[config.mk]
export PLATFORM = sky130hd
export DESIGN_NAME = iagc_monitor_top
export DESIGN_NICKNAME = d
export VERILOG_FILES = /design/src/iagc_pkg.sv /design/src/window_if.sv /design/src/iagc_sequencer.sv /design/src/phase_detector.sv /design/src/pmod_unit.sv /design/src/iagc_monitor_top.sv
export SDC_FILE = /design/constraint.sdc
export NUM_CORES = 1
export LEC_CHECK = 0
export BUFFER_PORTS_ARGS = -buffer_cell sky130_fd_sc_hd__buf_4
export CAP_MARGIN = 20
export CORE_MARGIN = 1
export CORE_UTILIZATION = 35
export CTS_CLUSTER_DIAMETER = 100
export CTS_CLUSTER_SIZE = 28
export DETAILED_ROUTE_END_ITERATION = 16
export GPL_ROUTABILITY_DRIVEN = 0
export GPL_TIMING_DRIVEN = 1
export HOLD_SLACK_MARGIN = 0.02
export SLEW_MARGIN = 5
export SYNTH_ARGS = -nofsm -noshare
export SYNTH_HDL_FRONTEND = slang
export SYNTH_SLANG_ARGS = --single-unit
export TNS_END_PERCENT = 100
[constraint.sdc]
create_clock -name i_clock -period 2.74 [get_ports i_clock]
set_clock_uncertainty 0.05 [all_clocks]
set_input_delay 0.137 -clock i_clock [delete_from_list [all_inputs] [get_ports i_clock]]
set_output_delay 0.137 -clock i_clock [all_outputs]
set_load 0.01 [all_outputs]
[src/iagc_pkg.sv]
`default_nettype none

package iagc_pkg;

  localparam int IAGC_STATUS_SIZE = 4;

  // ----------------------------------------------------------
  // controller status codes
  // ----------------------------------------------------------
  // the values are the fixed codes seen by the LED decode and on o_status
  typedef enum logic [IAGC_STATUS_SIZE-1:0] {
    IAGC_STATUS_RESET     = 4'd0,
    IAGC_STATUS_INIT      = 4'd1,
    IAGC_STATUS_IDLE      = 4'd2,
    IAGC_STATUS_SAMPLE    = 4'd3,
    IAGC_STATUS_CMD_ERROR = 4'd6,
    IAGC_STATUS_DUMP_REF  = 4'd7,
    IAGC_STATUS_DUMP_ERR  = 4'd8,
    IAGC_STATUS_HALT      = 4'd12
  } iagc_status_e;

  typedef logic [IAGC_STATUS_SIZE-1:0] iagc_cmd_t;

  // valid opcodes share the code of the state they start
  localparam iagc_cmd_t CMD_SAMPLE   = iagc_cmd_t'(IAGC_STATUS_SAMPLE);
  localparam iagc_cmd_t CMD_DUMP_REF = iagc_cmd_t'(IAGC_STATUS_DUMP_REF);
  localparam iagc_cmd_t CMD_DUMP_ERR = iagc_cmd_t'(IAGC_STATUS_DUMP_ERR);
  localparam iagc_cmd_t CMD_HALT     = iagc_cmd_t'(IAGC_STATUS_HALT);

  // ----------------------------------------------------------
  // data widths
  // ----------------------------------------------------------
  typedef logic signed [11:0] sample_t;
  typedef logic signed [15:0] corr_acc_t;  // 8 full-scale samples fit with room to spare

  // ----------------------------------------------------------
  // timing
  // ----------------------------------------------------------
  localparam int INIT_CYCLES   = 16;
  localparam int DUMP_CYCLES   = 8;
  localparam int SAMPLE_COUNT  = 8;  // valid samples per correlation window
  localparam int LED_PWM_TICKS = 50;  // strobe fires once every LED_PWM_TICKS + 1 cycles

endpackage

`default_nettype wire

[src/window_if.sv]
`timescale 1ns/10ps
`default_nettype none

// one correlation window between the sequencer and the phase detector
interface window_if;

  logic start;     // one-cycle pulse in the first SAMPLE cycle
  logic busy;      // high while the window collects samples
  logic done;      // one-cycle pulse after the last sample
  logic in_phase;  // result of the last finished window

  modport seq (
    output start,
    input  busy,
    input  done,
    input  in_phase
  );

  modport det (
    input  start,
    output busy,
    output done,
    output in_phase
  );

endinterface

`default_nettype wire

[src/iagc_sequencer.sv]
`timescale 1ns/10ps
`default_nettype none

module iagc_sequencer
  import iagc_pkg::*;
(
  input  wire            i_clock,
  input  wire            i_rst,
  input  wire            i_cmd_valid,
  input  wire iagc_cmd_t i_cmd,
  output iagc_status_e   o_status,
  window_if.seq          win
);

  localparam int CNT_W = $clog2(INIT_CYCLES);

  iagc_status_e     state;
  iagc_status_e     state_next;
  logic [CNT_W-1:0] cycle_cnt;  // shared by INIT and the dump states
  logic             start_q;

  // unknown opcodes all end up in the error state
  function automatic iagc_status_e decode_cmd(input iagc_cmd_t cmd);
    case (cmd)
      CMD_SAMPLE:   decode_cmd = IAGC_STATUS_SAMPLE;
      CMD_DUMP_REF: decode_cmd = IAGC_STATUS_DUMP_REF;
      CMD_DUMP_ERR: decode_cmd = IAGC_STATUS_DUMP_ERR;
      CMD_HALT:     decode_cmd = IAGC_STATUS_HALT;
      default:      decode_cmd = IAGC_STATUS_CMD_ERROR;
    endcase
  endfunction

  // ----------------------------------------------------------
  // next state
  // ----------------------------------------------------------
  always_comb begin
    state_next = state;
    case (state)
      IAGC_STATUS_RESET: begin
        state_next = IAGC_STATUS_INIT;
      end
      IAGC_STATUS_INIT: begin
        if (cycle_cnt == CNT_W'(INIT_CYCLES - 1)) begin
          state_next = IAGC_STATUS_IDLE;
        end
      end
      IAGC_STATUS_IDLE: begin
        if (i_cmd_valid) begin  // commands are only looked at here
          state_next = decode_cmd(i_cmd);
        end
      end
      IAGC_STATUS_SAMPLE: begin
        if (win.done) begin
          state_next = IAGC_STATUS_IDLE;
        end
      end
      IAGC_STATUS_DUMP_REF, IAGC_STATUS_DUMP_ERR: begin
        if (cycle_cnt == CNT_W'(DUMP_CYCLES - 1)) begin
          state_next = IAGC_STATUS_IDLE;
        end
      end
      IAGC_STATUS_CMD_ERROR: begin
        state_next = IAGC_STATUS_IDLE;
      end
      IAGC_STATUS_HALT: begin
        state_next = IAGC_STATUS_HALT;  // only reset gets out of here
      end
      default: begin
        state_next = IAGC_STATUS_IDLE;
      end
    endcase
  end

  // ----------------------------------------------------------
  // state, duration counter and window start
  // ----------------------------------------------------------
  always_ff @(posedge i_clock) begin
    if (i_rst) begin
      state     <= IAGC_STATUS_RESET;
      cycle_cnt <= '0;
      start_q   <= 1'b0;
    end else begin
      state   <= state_next;
      start_q <= (state_next == IAGC_STATUS_SAMPLE) && (state != IAGC_STATUS_SAMPLE);
      if (state_next != state) begin
        cycle_cnt <= '0;  // every state starts counting from zero
      end else begin
        cycle_cnt <= cycle_cnt + 1'b1;
      end
    end
  end

  assign o_status  = state;
  assign win.start = start_q;

  // a window is only started in the first SAMPLE cycle after IDLE
  assert property (@(posedge i_clock) disable iff (i_rst)
    win.start |-> (state == IAGC_STATUS_SAMPLE) && ($past(state) == IAGC_STATUS_IDLE));

  assert property (@(posedge i_clock) disable iff (i_rst)
    (state == IAGC_STATUS_HALT) |=> (state == IAGC_STATUS_HALT));

endmodule

`default_nettype wire

[src/phase_detector.sv]
`timescale 1ns/10ps
`default_nettype none

module phase_detector
  import iagc_pkg::*;
(
  input  wire          i_clock,
  input  wire          i_rst,
  input  wire          i_sample_valid,
  input  wire sample_t i_sample,
  input  wire          i_ref_sign,
  window_if.det        win
);

  localparam int CNT_W = $clog2(SAMPLE_COUNT);

  corr_acc_t        acc;
  corr_acc_t        term;
  corr_acc_t        acc_next;
  logic [CNT_W-1:0] sample_cnt;
  logic             busy_q;
  logic             done_q;
  logic             in_phase_q;
  logic             take;

  assign take = busy_q && i_sample_valid;  // samples outside a window are dropped

  // sign-extend first so that negating the most negative sample cannot wrap
  always_comb begin
    term = corr_acc_t'(i_sample);
    if (i_ref_sign) begin
      term = -term;
    end
    acc_next = acc + term;
  end

  // ----------------------------------------------------------
  // window control
  // ----------------------------------------------------------
  always_ff @(posedge i_clock) begin
    if (i_rst) begin
      busy_q     <= 1'b0;
      done_q     <= 1'b0;
      in_phase_q <= 1'b0;
      sample_cnt <= '0;
    end else begin
      done_q <= 1'b0;
      if (win.start) begin
        busy_q     <= 1'b1;
        sample_cnt <= '0;
      end else if (take) begin
        sample_cnt <= sample_cnt + 1'b1;
        if (sample_cnt == CNT_W'(SAMPLE_COUNT - 1)) begin
          busy_q     <= 1'b0;
          done_q     <= 1'b1;
          in_phase_q <= ~acc_next[$bits(corr_acc_t)-1];  // zero counts as in phase
        end
      end
    end
  end

  always_ff @(posedge i_clock) begin
    if (win.start) begin
      acc <= '0;
    end else if (take) begin
      acc <= acc_next;
    end
  end

  assign win.busy     = busy_q;
  assign win.done     = done_q;
  assign win.in_phase = in_phase_q;

  // done closes a window that was open on the cycle before
  assert property (@(posedge i_clock) disable iff (i_rst)
    win.done |-> $past(win.busy) && !win.busy);

endmodule

`default_nettype wire

[src/pmod_unit.sv]
`timescale 1ns/10ps
`default_nettype none

module pmod_unit
  import iagc_pkg::*;
(
  input  wire               i_clock,
  input  wire               i_rst,
  input  wire iagc_status_e i_status,
  input  wire               i_in_phase,
  output logic              o_led0_r,
  output logic              o_led0_g,
  output logic              o_led0_b,
  output logic              o_led1_r,
  output logic              o_led1_g,
  output logic              o_led1_b
);

  localparam int PWM_W = $clog2(LED_PWM_TICKS + 1);

  logic [PWM_W-1:0] pwm_cnt;
  logic             led_pwm;  // one cycle high per PWM period

  // ----------------------------------------------------------
  // PWM strobe
  // ----------------------------------------------------------
  always_ff @(posedge i_clock) begin
    if (i_rst) begin
      pwm_cnt <= '0;
      led_pwm <= 1'b0;
    end else if (pwm_cnt == PWM_W'(LED_PWM_TICKS)) begin
      pwm_cnt <= '0;
      led_pwm <= 1'b1;
    end else begin
      pwm_cnt <= pwm_cnt + 1'b1;
      led_pwm <= 1'b0;
    end
  end

  // ----------------------------------------------------------
  // colour decode
  // ----------------------------------------------------------
  always_comb begin
    o_led0_r = 1'b0;
    o_led0_g = 1'b0;
    o_led0_b = 1'b0;
    case (i_status)
      IAGC_STATUS_INIT:   o_led0_r = led_pwm;
      IAGC_STATUS_IDLE:   o_led0_g = led_pwm;
      IAGC_STATUS_SAMPLE: o_led0_b = led_pwm;
      IAGC_STATUS_DUMP_REF, IAGC_STATUS_DUMP_ERR: begin
        o_led0_r = led_pwm;  // yellow for both dumps
        o_led0_g = led_pwm;
      end
      default: begin
        o_led0_r = 1'b0;
      end
    endcase

    // green when in phase, red when not
    o_led1_r = led_pwm & ~i_in_phase;
    o_led1_g = led_pwm & i_in_phase;
    o_led1_b = 1'b0;
  end

  assert property (@(posedge i_clock) disable iff (i_rst)
    !(o_led0_b && o_led0_r));

endmodule

`default_nettype wire

[src/iagc_monitor_top.sv]
`timescale 1ns/10ps
`default_nettype none

module iagc_monitor_top
  import iagc_pkg::*;
(
  input  wire                          i_clock,
  input  wire                          i_rst,
  input  wire                          i_cmd_valid,
  input  wire [$bits(iagc_cmd_t)-1:0]  i_cmd,
  input  wire                          i_sample_valid,
  input  wire [$bits(sample_t)-1:0]    i_sample,
  input  wire                          i_ref_sign,
  output wire [IAGC_STATUS_SIZE-1:0]   o_status,
  output wire                          o_in_phase,
  output wire                          o_led0_r,
  output wire                          o_led0_g,
  output wire                          o_led0_b,
  output wire                          o_led1_r,
  output wire                          o_led1_g,
  output wire                          o_led1_b
);

  iagc_status_e status;

  window_if win ();

  iagc_sequencer u_sequencer (
    .i_clock     (i_clock),
    .i_rst       (i_rst),
    .i_cmd_valid (i_cmd_valid),
    .i_cmd       (i_cmd),
    .o_status    (status),
    .win         (win.seq)
  );

  phase_detector u_phase_detector (
    .i_clock        (i_clock),
    .i_rst          (i_rst),
    .i_sample_valid (i_sample_valid),
    .i_sample       (i_sample),
    .i_ref_sign     (i_ref_sign),
    .win            (win.det)
  );

  // LED0 follows the controller state and LED1 the last window result
  pmod_unit u_pmod_unit (
    .i_clock    (i_clock),
    .i_rst      (i_rst),
    .i_status   (status),
    .i_in_phase (win.in_phase),
    .o_led0_r   (o_led0_r),
    .o_led0_g   (o_led0_g),
    .o_led0_b   (o_led0_b),
    .o_led1_r   (o_led1_r),
    .o_led1_g   (o_led1_g),
    .o_led1_b   (o_led1_b)
  );

  assign o_status   = status;
  assign o_in_phase = win.in_phase;

endmodule

`default_nettype wire

After elaboration in Yosys (flattened, before gate mapping)
Index checks and enable logic that the tools add are counted.
{"block": "classes", "n_eq_ne": 17, "multipliers": 0, "add_sub_neg": 5, "div": 0, "order_cmp": 0, "n_reduce_logical": 14, "shift": 0, "muxes": 15, "bitwise": 6}
{"op": "$pmux W4 S6", "n": 1}
{"op": "$eq A4 B4 Y1 const B", "n": 5}
{"op": "$add A16 B16 Y16", "n": 1}
{"op": "$eq A4 B2 Y1 const B", "n": 4}
{"op": "$mux W16", "n": 1}
{"op": "$mux W4", "n": 4}
{"op": "$neg A12 Y16", "n": 1}
{"op": "$pmux W4 S4", "n": 1}
{"op": "$eq A4 B3 Y1 const B", "n": 3}
{"op": "$reduce_or A3 Y1", "n": 3}
{"op": "$mux W1", "n": 8}
{"op": "$reduce_or A2 Y1", "n": 4}
{"op": "$add A6 B1 Y6 const B", "n": 1}
{"op": "$eq A6 B6 Y1 const B", "n": 1}
{"op": "$add A4 B1 Y4 const B", "n": 1}
{"op": "$eq A4 B1 Y1 const B", "n": 1}
{"op": "$logic_not A4 Y1", "n": 1}
{"op": "$ne A4 B2 Y1 const B", "n": 1}
{"op": "$ne A4 B4 Y1", "n": 1}
{"op": "$not A1 Y1", "n": 4}
{"op": "$reduce_bool A2 Y1", "n": 2}
{"op": "$add A3 B1 Y3 const B", "n": 1}
{"op": "$eq A3 B3 Y1 const B", "n": 1}
{"op": "$reduce_and A3 Y1", "n": 1}
{"op": "other kinds (3)", "n": 5}
{"block": "word_totals", "mem_count": 0, "ramBits": 0, "latchBits": 0, "romBits": 0, "reg_bits": 38, "in_bits": 21, "elab_cells": 67}

Depth between registers and ports, before layout
Gate-level depths: netlist of the first run.
{"block": "logic_depth", "word_depth": 6, "depth_mapped": 14, "depth_no_buf": 14}

By module
A second synthesis of the first run with hierarchy kept.
{"block": "hier_totals", "cells_unflattened": 349, "hier_area_um2": 2874.0}
{"module": "phase_detector", "instances": 1, "seq_area_each_um2": 440.4, "area_each_um2": 1924.3, "cells_each": 242}
{"module": "iagc_sequencer", "instances": 1, "seq_area_each_um2": 180.2, "area_each_um2": 580.6, "cells_each": 66}
{"module": "pmod_unit", "instances": 1, "seq_area_each_um2": 140.1, "area_each_um2": 369.1, "cells_each": 41}

Least setup slack after synthesis of the first run
No wires, ideal clock.
{"block": "synth_path", "kind": "input -> register", "start": "input i_sample[4]", "end": "register u_phase_detector.acc[15]", "arrival_ns": 2.522, "path_stages": 10, "path_buffers": 0, "slack_ns": 0.045, "setup_time_ns": 0.123, "required_ns": 2.567, "path_cell_list": "or3_1 > o21ai_0 > xnor2_1 > ha_1 > and3_4 > a22o_1 > a21o_1 > a31oi_4 > mux2i_1 > mux2_1"}
{"block": "synth_between", "elab_chain_cells": 3}
{"element": "start: declaration", "line_no": "iagc_monitor_top.sv:12", "source": "input wire [$bits(sample_t)-1:0] i_sample,"}
{"element": "$neg A12 Y16", "line_no": "phase_detector.sv:32", "source": "term = -term;"}
{"element": "$mux W16 *", "line_no": "phase_detector.sv:31", "source": "if (i_ref_sign) begin"}
{"element": "$add A16 B16 Y16 *", "line_no": "phase_detector.sv:34", "source": "acc_next = acc + term;"}
{"element": "end signal: assignment", "line_no": "phase_detector.sv:66", "source": "acc <= acc_next;"}
{"element": "end: declaration", "line_no": "phase_detector.sv:17", "source": "corr_acc_t acc;"}
Mark *: on every way between the ends. The rest lies on a longest branch, timed or not.
A chain may end at the register's enable or synchronous reset.

Worst setup path in the final report of the first run
{"block": "layout_path", "start": "input i_sample[7]", "end": "register u_phase_detector.acc[15]"}
Same word-level chain as after synthesis.

==> results of run 1 <==
[through the flow]
stage	power (uW)	utilization (%)	cells	TNS (ps)
6_report	1360	44.9	507	0
5_1_grt	1440	44.9	507	-9.38
2_1_floorplan	805	-	340	0
4_1_cts	1370	44.7	507	0
3_5_place_dp	956	43.5	499	-514
3_3_place_gp	948	43.5	499	-457
[final cells by class]
type,instances,area [um2],area share [%]
Inverter,11,41.3,1.18
Timing Repair Buffer,72,541,15.5
Multi-Input combinational cell,276,1920,55.1
Clock buffer,6,82.6,2.37
Clock inverter,2,12.5,0.359
Tap cell,102,128,3.66
Sequential cell,38,761,21.8
[kinds of logic after synthesis]
kind of cell,share of synthesized area (%)
DFF,27.1
xor gates and xnor gates,8.90
muxes,2.63
buffers and inverters,4.98
and+or+nand+nor,25.8
other,0.133
AOI/OAI and AO/OA,20.5
adders and majority gates,10.1
[routing by layer]
metal / track usage [%] / vias to the layer above / part of all wire (%) / wire [um]
li1: - / 1364 / - / -
met1: 20.7 / 1216 / 50 / 3220
met3: 2.74 / 8 / 2.8 / 184
met5: 0 / - / 0 / 0
met4: 4.76 / 0 / 1.2 / 75
met2: 27.4 / 38 / 46 / 3020
[power by group through the flow]
stage               Sequential, uW  Clock [uW]  Combinational, uW
finish                         588         410                358
global placement               601           0                348
detailed placement             602           0                354
CTS                            589         426                356
floorplan                      595           0                210
global route                   591         450                399
[synthesized netlist by cell type (4+ instances only)]
| cell type | count |
|---|---|
| clkbuf_1 | 8 |
| a31oi_1 | 7 |
| inv_1 | 11 |
| nor2b_1 | 5 |
| a21o_1 | 6 |
| nor3_1 | 11 |
| xnor2_1 | 19 |
| dfxtp_1 | 38 |
| mux2i_1 | 4 |
| and2_1 | 6 |
| nor4_1 | 4 |
| ha_1 | 21 |
| and3_1 | 6 |
| or3_1 | 7 |
| nand3_1 | 16 |
| o21ai_0 | 14 |
| a21oi_1 | 26 |
| xor2_1 | 7 |
| nor2_1 | 26 |
| nand2_1 | 35 |
[registers in the layout, indices dropped and copies added, names as in the netlist]
signal	flops
u_sequencer.win.start	1
u_pmod_unit.pwm_cnt	6
u_sequencer.cycle_cnt	4
u_phase_detector.win.in_phase	1
u_phase_detector.win.busy	1
u_phase_detector.win.done	1
u_phase_detector.sample_cnt	3
u_phase_detector.acc	16
u_sequencer.o_status	4
u_pmod_unit.led_pwm	1
[worst max-delay path, cell delays in order]
cell     delay [ps]
buf_4           110
or4_1           540
o21ai_1         190
a22oi_1         120
ha_1            330
a21oi_1         230
o21ai_0         130
a21o_1          190
a31oi_4         170
mux2i_1         220
mux2_1          330
[final timing paths]
| path | start | endpoint | slack [ps] | depth (start not counted) |
|---|---|---|---|---|
| min reg2reg | u_sequencer.cycle_cnt[0]$_SDFF_PP0_ | u_sequencer.cycle_cnt[0]$_SDFF_PP0_ | 410 | 1 |
| max | i_sample[7] | u_phase_detector.acc[15]$_SDFFE_PP0P_ | 170 | 11 |
| max reg2reg | u_phase_detector.acc[0]$_SDFFE_PP0P_ | u_phase_detector.acc[14]$_SDFFE_PP0P_ | 230 | 8 |
| min | i_rst | u_phase_detector.win.in_phase$_SDFFE_PP0P_ | 50 | 2 |
[cell usage in the layout (no fill, tap or decap), types with 12 or more instances in the layout]
master   Yosys  final
a21oi_1     26     26
buf_4        2     72
dfxtp_1     38     38
ha_1        21     21
nand2_1     35     35
nand3_1     16     16
nor2_1      26     26
o21ai_0     14     12
xnor2_1     19     19
==> flow_metrics.py, run 1 <==
metrics = {
    "timing": {
        "timing.slew.headroom_pct": 46.5,
        "tightest_slew_ps": 803,
        "slew_viol_final": 0,
        "final-hold-violation-count": 0,
        "fin_ws_ps": 171,
        "period_share_pct": 93.8,
        "hold_ws_ps": 50.0,
        "period_needed_ps": 2570,
        "max_freq_ghz": 0.389,
        "setup_violations": 0,
    },
    "setup_path": {
        "critical_path_class": "in2reg",
        "path_max_fanout": 3,
        "cp-end-kind": "flop",
        "worstPathRequired_ps": 2880,
        "crit_arrival_ps": 2700,
        "worst_setup_path_start_kind": "input port",
    },
    "clock_network": {
        "postCtsResizedCells": 0,
        "clk_pin_slew_ps": 80,
        "cts_htree_levels": 2,
        "clock_path_buffers": 2,
        "root_buffer": "clkbuf_8",
        "hold_buffers": 0,
        "post_cts_buffers": 0,
        "cts-buffers-inserted": 5,
        "cts.sinks": 38,
        "cts_tree": "yes",
        "clock_latency_ps": 290,
    },
    "drt": {
        "drc": 0,
        "vias_per_cell": 5.18,
        "drt_iter0_drc": 66,
        "ant_nets": 0,
        "wl_per_cell_um": 12.8,
        "route.vias.total": 2626,
        "drt_wl_total_um": 6490,
        "firstDrtPassIters": 4,
    },
    "logic_synthesis": {
        "synth-seq-cells": 38,
        "netlist_area_um2": 2810,
        "synth_edf_count": 0,
        "synth.largest_area_cell": "dfxtp_1",
        "syn_inst": 340,
        "async_reset_ff_share_pct": 0,
        "yosys_warnings": 0,
        "postSynthAreaPerCell_um2": 8.27,
        "seq_area_frac_synth_pct": 27.1,
        "syn_nets": 383,
        "netlist.area_leader.share_pct": 27.1,
        "synth_top_cells_by_area": "dfxtp_1, ha_1, xnor2_1, nand2_1, a21oi_1",
        "ys.flop_type": "dfxtp_1",
        "yosysUniqueCellTypes": 65,
    },
    "layout": {
        "synthToLayoutAreaGrowth_pct": 24.0,
        "postLayoutCellArea_um2": 3490,
        "num-fill-cells": 756,
        "finalNetCount": 447,
        "drive_gt1_share_pct": 24.4,
        "antenna_cells": 0,
    },
    "die": {
        "coreArea_um2": 7770,
        "initial_core_util_pct": 36.2,
        "fp.dieArea_um2": 8400,
        "num_io_pins": 32,
        "die_y_um": 91.6,
        "die_x_um": 91.6,
        "rows": 32,
    },
    "grt": {
        "grt_start_max_net_pins": 24,
        "grt_first_pass_wirelength_um": 11000,
        "grt_pass1_vias": 2448,
        "antenna_found_initial": 0,
        "grt_overflow_total": 0,
        "grt_use_total_pct": 16.1,
    },
    "place": {
        "port_buffers": 30,
        "placed_cell_area_um2": 3380,
        "pre_cts_ws_ps": -184,
        "hpwlAfterDp_um": 5020,
    },
    "job": {
        "drv_cap": 0,
    },
    "pwr": {
        "power.leakage_uw": 0.00156,
        "p_switching_uw": 393,
        "max-vdd-ir-drop_uv": 223,
        "pwr-share-comb_pct": 26.4,
        "p_int_uw": 963,
        "powerDensity_nw_per_um2": 389,
        "swShare_pct": 29.0,
        "seqPwrFrac_pct": 43.4,
        "p_clk_share_pct": 30.2,
    },
    "hold_path": {
        "hold_class": "in2reg",
    },
    "status": {
        "status": "finished, final reports clean",
    },
}
Note: power is estimated with default switching activity, not from simulation.
==> run 2: changes to the inputs <==
--- a/config.mk
+++ b/config.mk
@@ -8,7 +8,8 @@
 export BUFFER_PORTS_ARGS = -buffer_cell sky130_fd_sc_hd__buf_4
 export CAP_MARGIN = 20
 export CORE_MARGIN = 1
-export CORE_UTILIZATION = 35
+export CORE_UTILIZATION = 40
+export CTS_BUF_LIST = sky130_fd_sc_hd__clkbuf_16
 export CTS_CLUSTER_DIAMETER = 100
 export CTS_CLUSTER_SIZE = 28
 export DETAILED_ROUTE_END_ITERATION = 16
==> run 2 against run 1 <==
  * Worst hold slack gained 6.1 ps
  * Cell area grew 1.6%
  * Global-route usage grew 2.5 points
  * Worst setup slack lost 18 ps
  * Final cell count shrank 1.2%
  * Via count grew 0.11%
  * Utilization grew 7.3 points
  * Highest routed layer unchanged
==> flow_metrics.py, run 2 (same netlist as run 1, synthesis figures left out) <==
metrics = {
    "status": {
        "status": "finished, final reports clean",
    },
    "timing": {
        "period_needed_ps": 2590,
        "hold_ws_ps": 56.1,
        "final-hold-violation-count": 0,
        "tightest_slew_ps": 799,
        "slew_viol_final": 0,
        "period_share_pct": 94.4,
        "max_freq_ghz": 0.386,
        "setup_violations": 0,
        "timing.slew.headroom_pct": 46.8,
        "fin_ws_ps": 153,
    },
    "layout": {
        "final_cell_mix": "buf_4, dfxtp_1, nand2_1, nor2_1, a21oi_1",
        "mostFrequentLayoutCell": "buf_4",
        "largest_register": "u_phase_detector.acc",
        "synthToLayoutAreaGrowth_pct": 26.0,
        "largest_register_ffs": 16,
        "regArea_um2": 761,
        "antenna_cells": 0,
        "multiInputGateArea_um2": 1910,
        "num-fill-cells": 679,
        "finalNetCount": 448,
        "drive_gt1_share_pct": 24.0,
        "stdcell_count": 501,
        "top_regs": "u_phase_detector.acc (16), u_pmod_unit.pwm_cnt (6)",
    },
    "die": {
        "coreArea_um2": 6790,
        "num_io_pins": 32,
        "die_y_um": 85.8,
        "die_x_um": 85.8,
        "initial_core_util_pct": 41.4,
        "fp.dieArea_um2": 7370,
        "rows": 30,
    },
    "drt": {
        "highest_layer": "met4",
        "drt_iter0_drc": 83,
        "route.vias.total": 2629,
        "drt_wl_total_um": 6430,
        "wl_met2_um": 3110,
        "firstDrtPassIters": 4,
        "wl_met1_um": 3030,
        "wl_per_cell_um": 12.8,
        "ant_nets": 0,
        "dr_wl_met3_um": 184,
        "drc": 0,
        "vias_per_cell": 5.25,
    },
    "grt": {
        "grt_overflow_total": 0,
        "grt_start_max_net_pins": 20,
        "antenna_found_initial": 0,
        "grt_use_total_pct": 18.6,
        "grt_pass1_vias": 2535,
        "grt_first_pass_wirelength_um": 11000,
    },
    "clock_network": {
        "post_cts_buffers": 0,
        "cts_tree": "yes",
        "clock_path_buffers": 2,
        "clk_pin_slew_ps": 50,
        "hold_buffers": 0,
        "clock_latency_ps": 280,
        "root_buffer": "clkbuf_16",
        "cts-buffers-inserted": 5,
        "postCtsResizedCells": 0,
        "cts.sinks": 38,
        "cts_htree_levels": 2,
    },
    "job": {
        "drv_cap": 0,
    },
    "pwr": {
        "powerDensity_nw_per_um2": 445,
        "power.leakage_uw": 0.00159,
        "max-vdd-ir-drop_uv": 288,
    },
    "place": {
        "port_buffers": 30,
        "hpwlAfterDp_um": 4780,
        "dp_cells": 494,
        "pre_cts_ws_ps": -155,
    },
    "setup_path": {
        "path_max_fanout": 7,
        "worstPathRequired_ps": 2850,
        "r2r_cells": 8,
        "worst_setup_path_start_kind": "input port",
        "cp-end-kind": "flop",
        "crit_arrival_ps": 2700,
        "critical_path_class": "in2reg",
    },
    "hold_path": {
        "min_path_cells": 2,
        "hold_class": "in2reg",
    },
}
[run 2: metal layers]
metal  global-route usage (%)  up-vias
li1                         -     1361
met1                     22.8     1223
met2                     32.3       37
met3                     3.27        8
met4                     7.12        0
met5                        0        -
[run 2: cell type report]
class                   instances  share of cell area (%)
multi-input cells             276                    54.0
flip-flops and latches         38                    21.5
repair buffers                 73                    15.5
clock buffers                   5                    3.53
well taps                      96                    3.39
inverters                      11                    1.17
clock inverters                 2                   0.954
[run 2: where the power goes]
part	switching, uW	total, uW	leakage [uW]	internal [uW]
Clock	207	628	0.0000773	420
Sequential	13.2	586	0.000308	573
Combinational	171	363	0.00120	192
Total	392	1580	0.00159	1190
[run 2: worst max-delay path, cell delays in order]
cell	delay, ps
buf_4	110
or4_1	560
a21oi_1	200
xnor2_1	160
ha_2	350
a21oi_1	150
o21ai_1	110
a21o_1	190
a31oi_4	180
mux2i_1	220
mux2_1	330
[run 2: stage by stage]
step	area, um2	power, uW	TNS [ps]	utilization [%]
2_1_floorplan	2810	805	0	-
3_3_place_gp	3380	950	-358	49.8
3_5_place_dp	3380	956	-393	49.8
4_1_cts	3540	1590	0	52.1
5_1_grt	3540	1670	-7.76	52.1
6_report	3540	1580	0	52.1
[run 2: worst paths after layout]
kind | startpoint | end | slack [ps]
setup / recovery | i_sample[7] | u_phase_detector.acc[15]$_SDFFE_PP0P_ | 150
hold / removal | i_rst | u_phase_detector.win.in_phase$_SDFFE_PP0P_ | 60
setup reg to reg | u_phase_detector.acc[0]$_SDFFE_PP0P_ | u_phase_detector.acc[14]$_SDFFE_PP0P_ | 250
hold reg to reg | u_sequencer.cycle_cnt[0]$_SDFF_PP0_ | u_sequencer.cycle_cnt[0]$_SDFF_PP0_ | 400
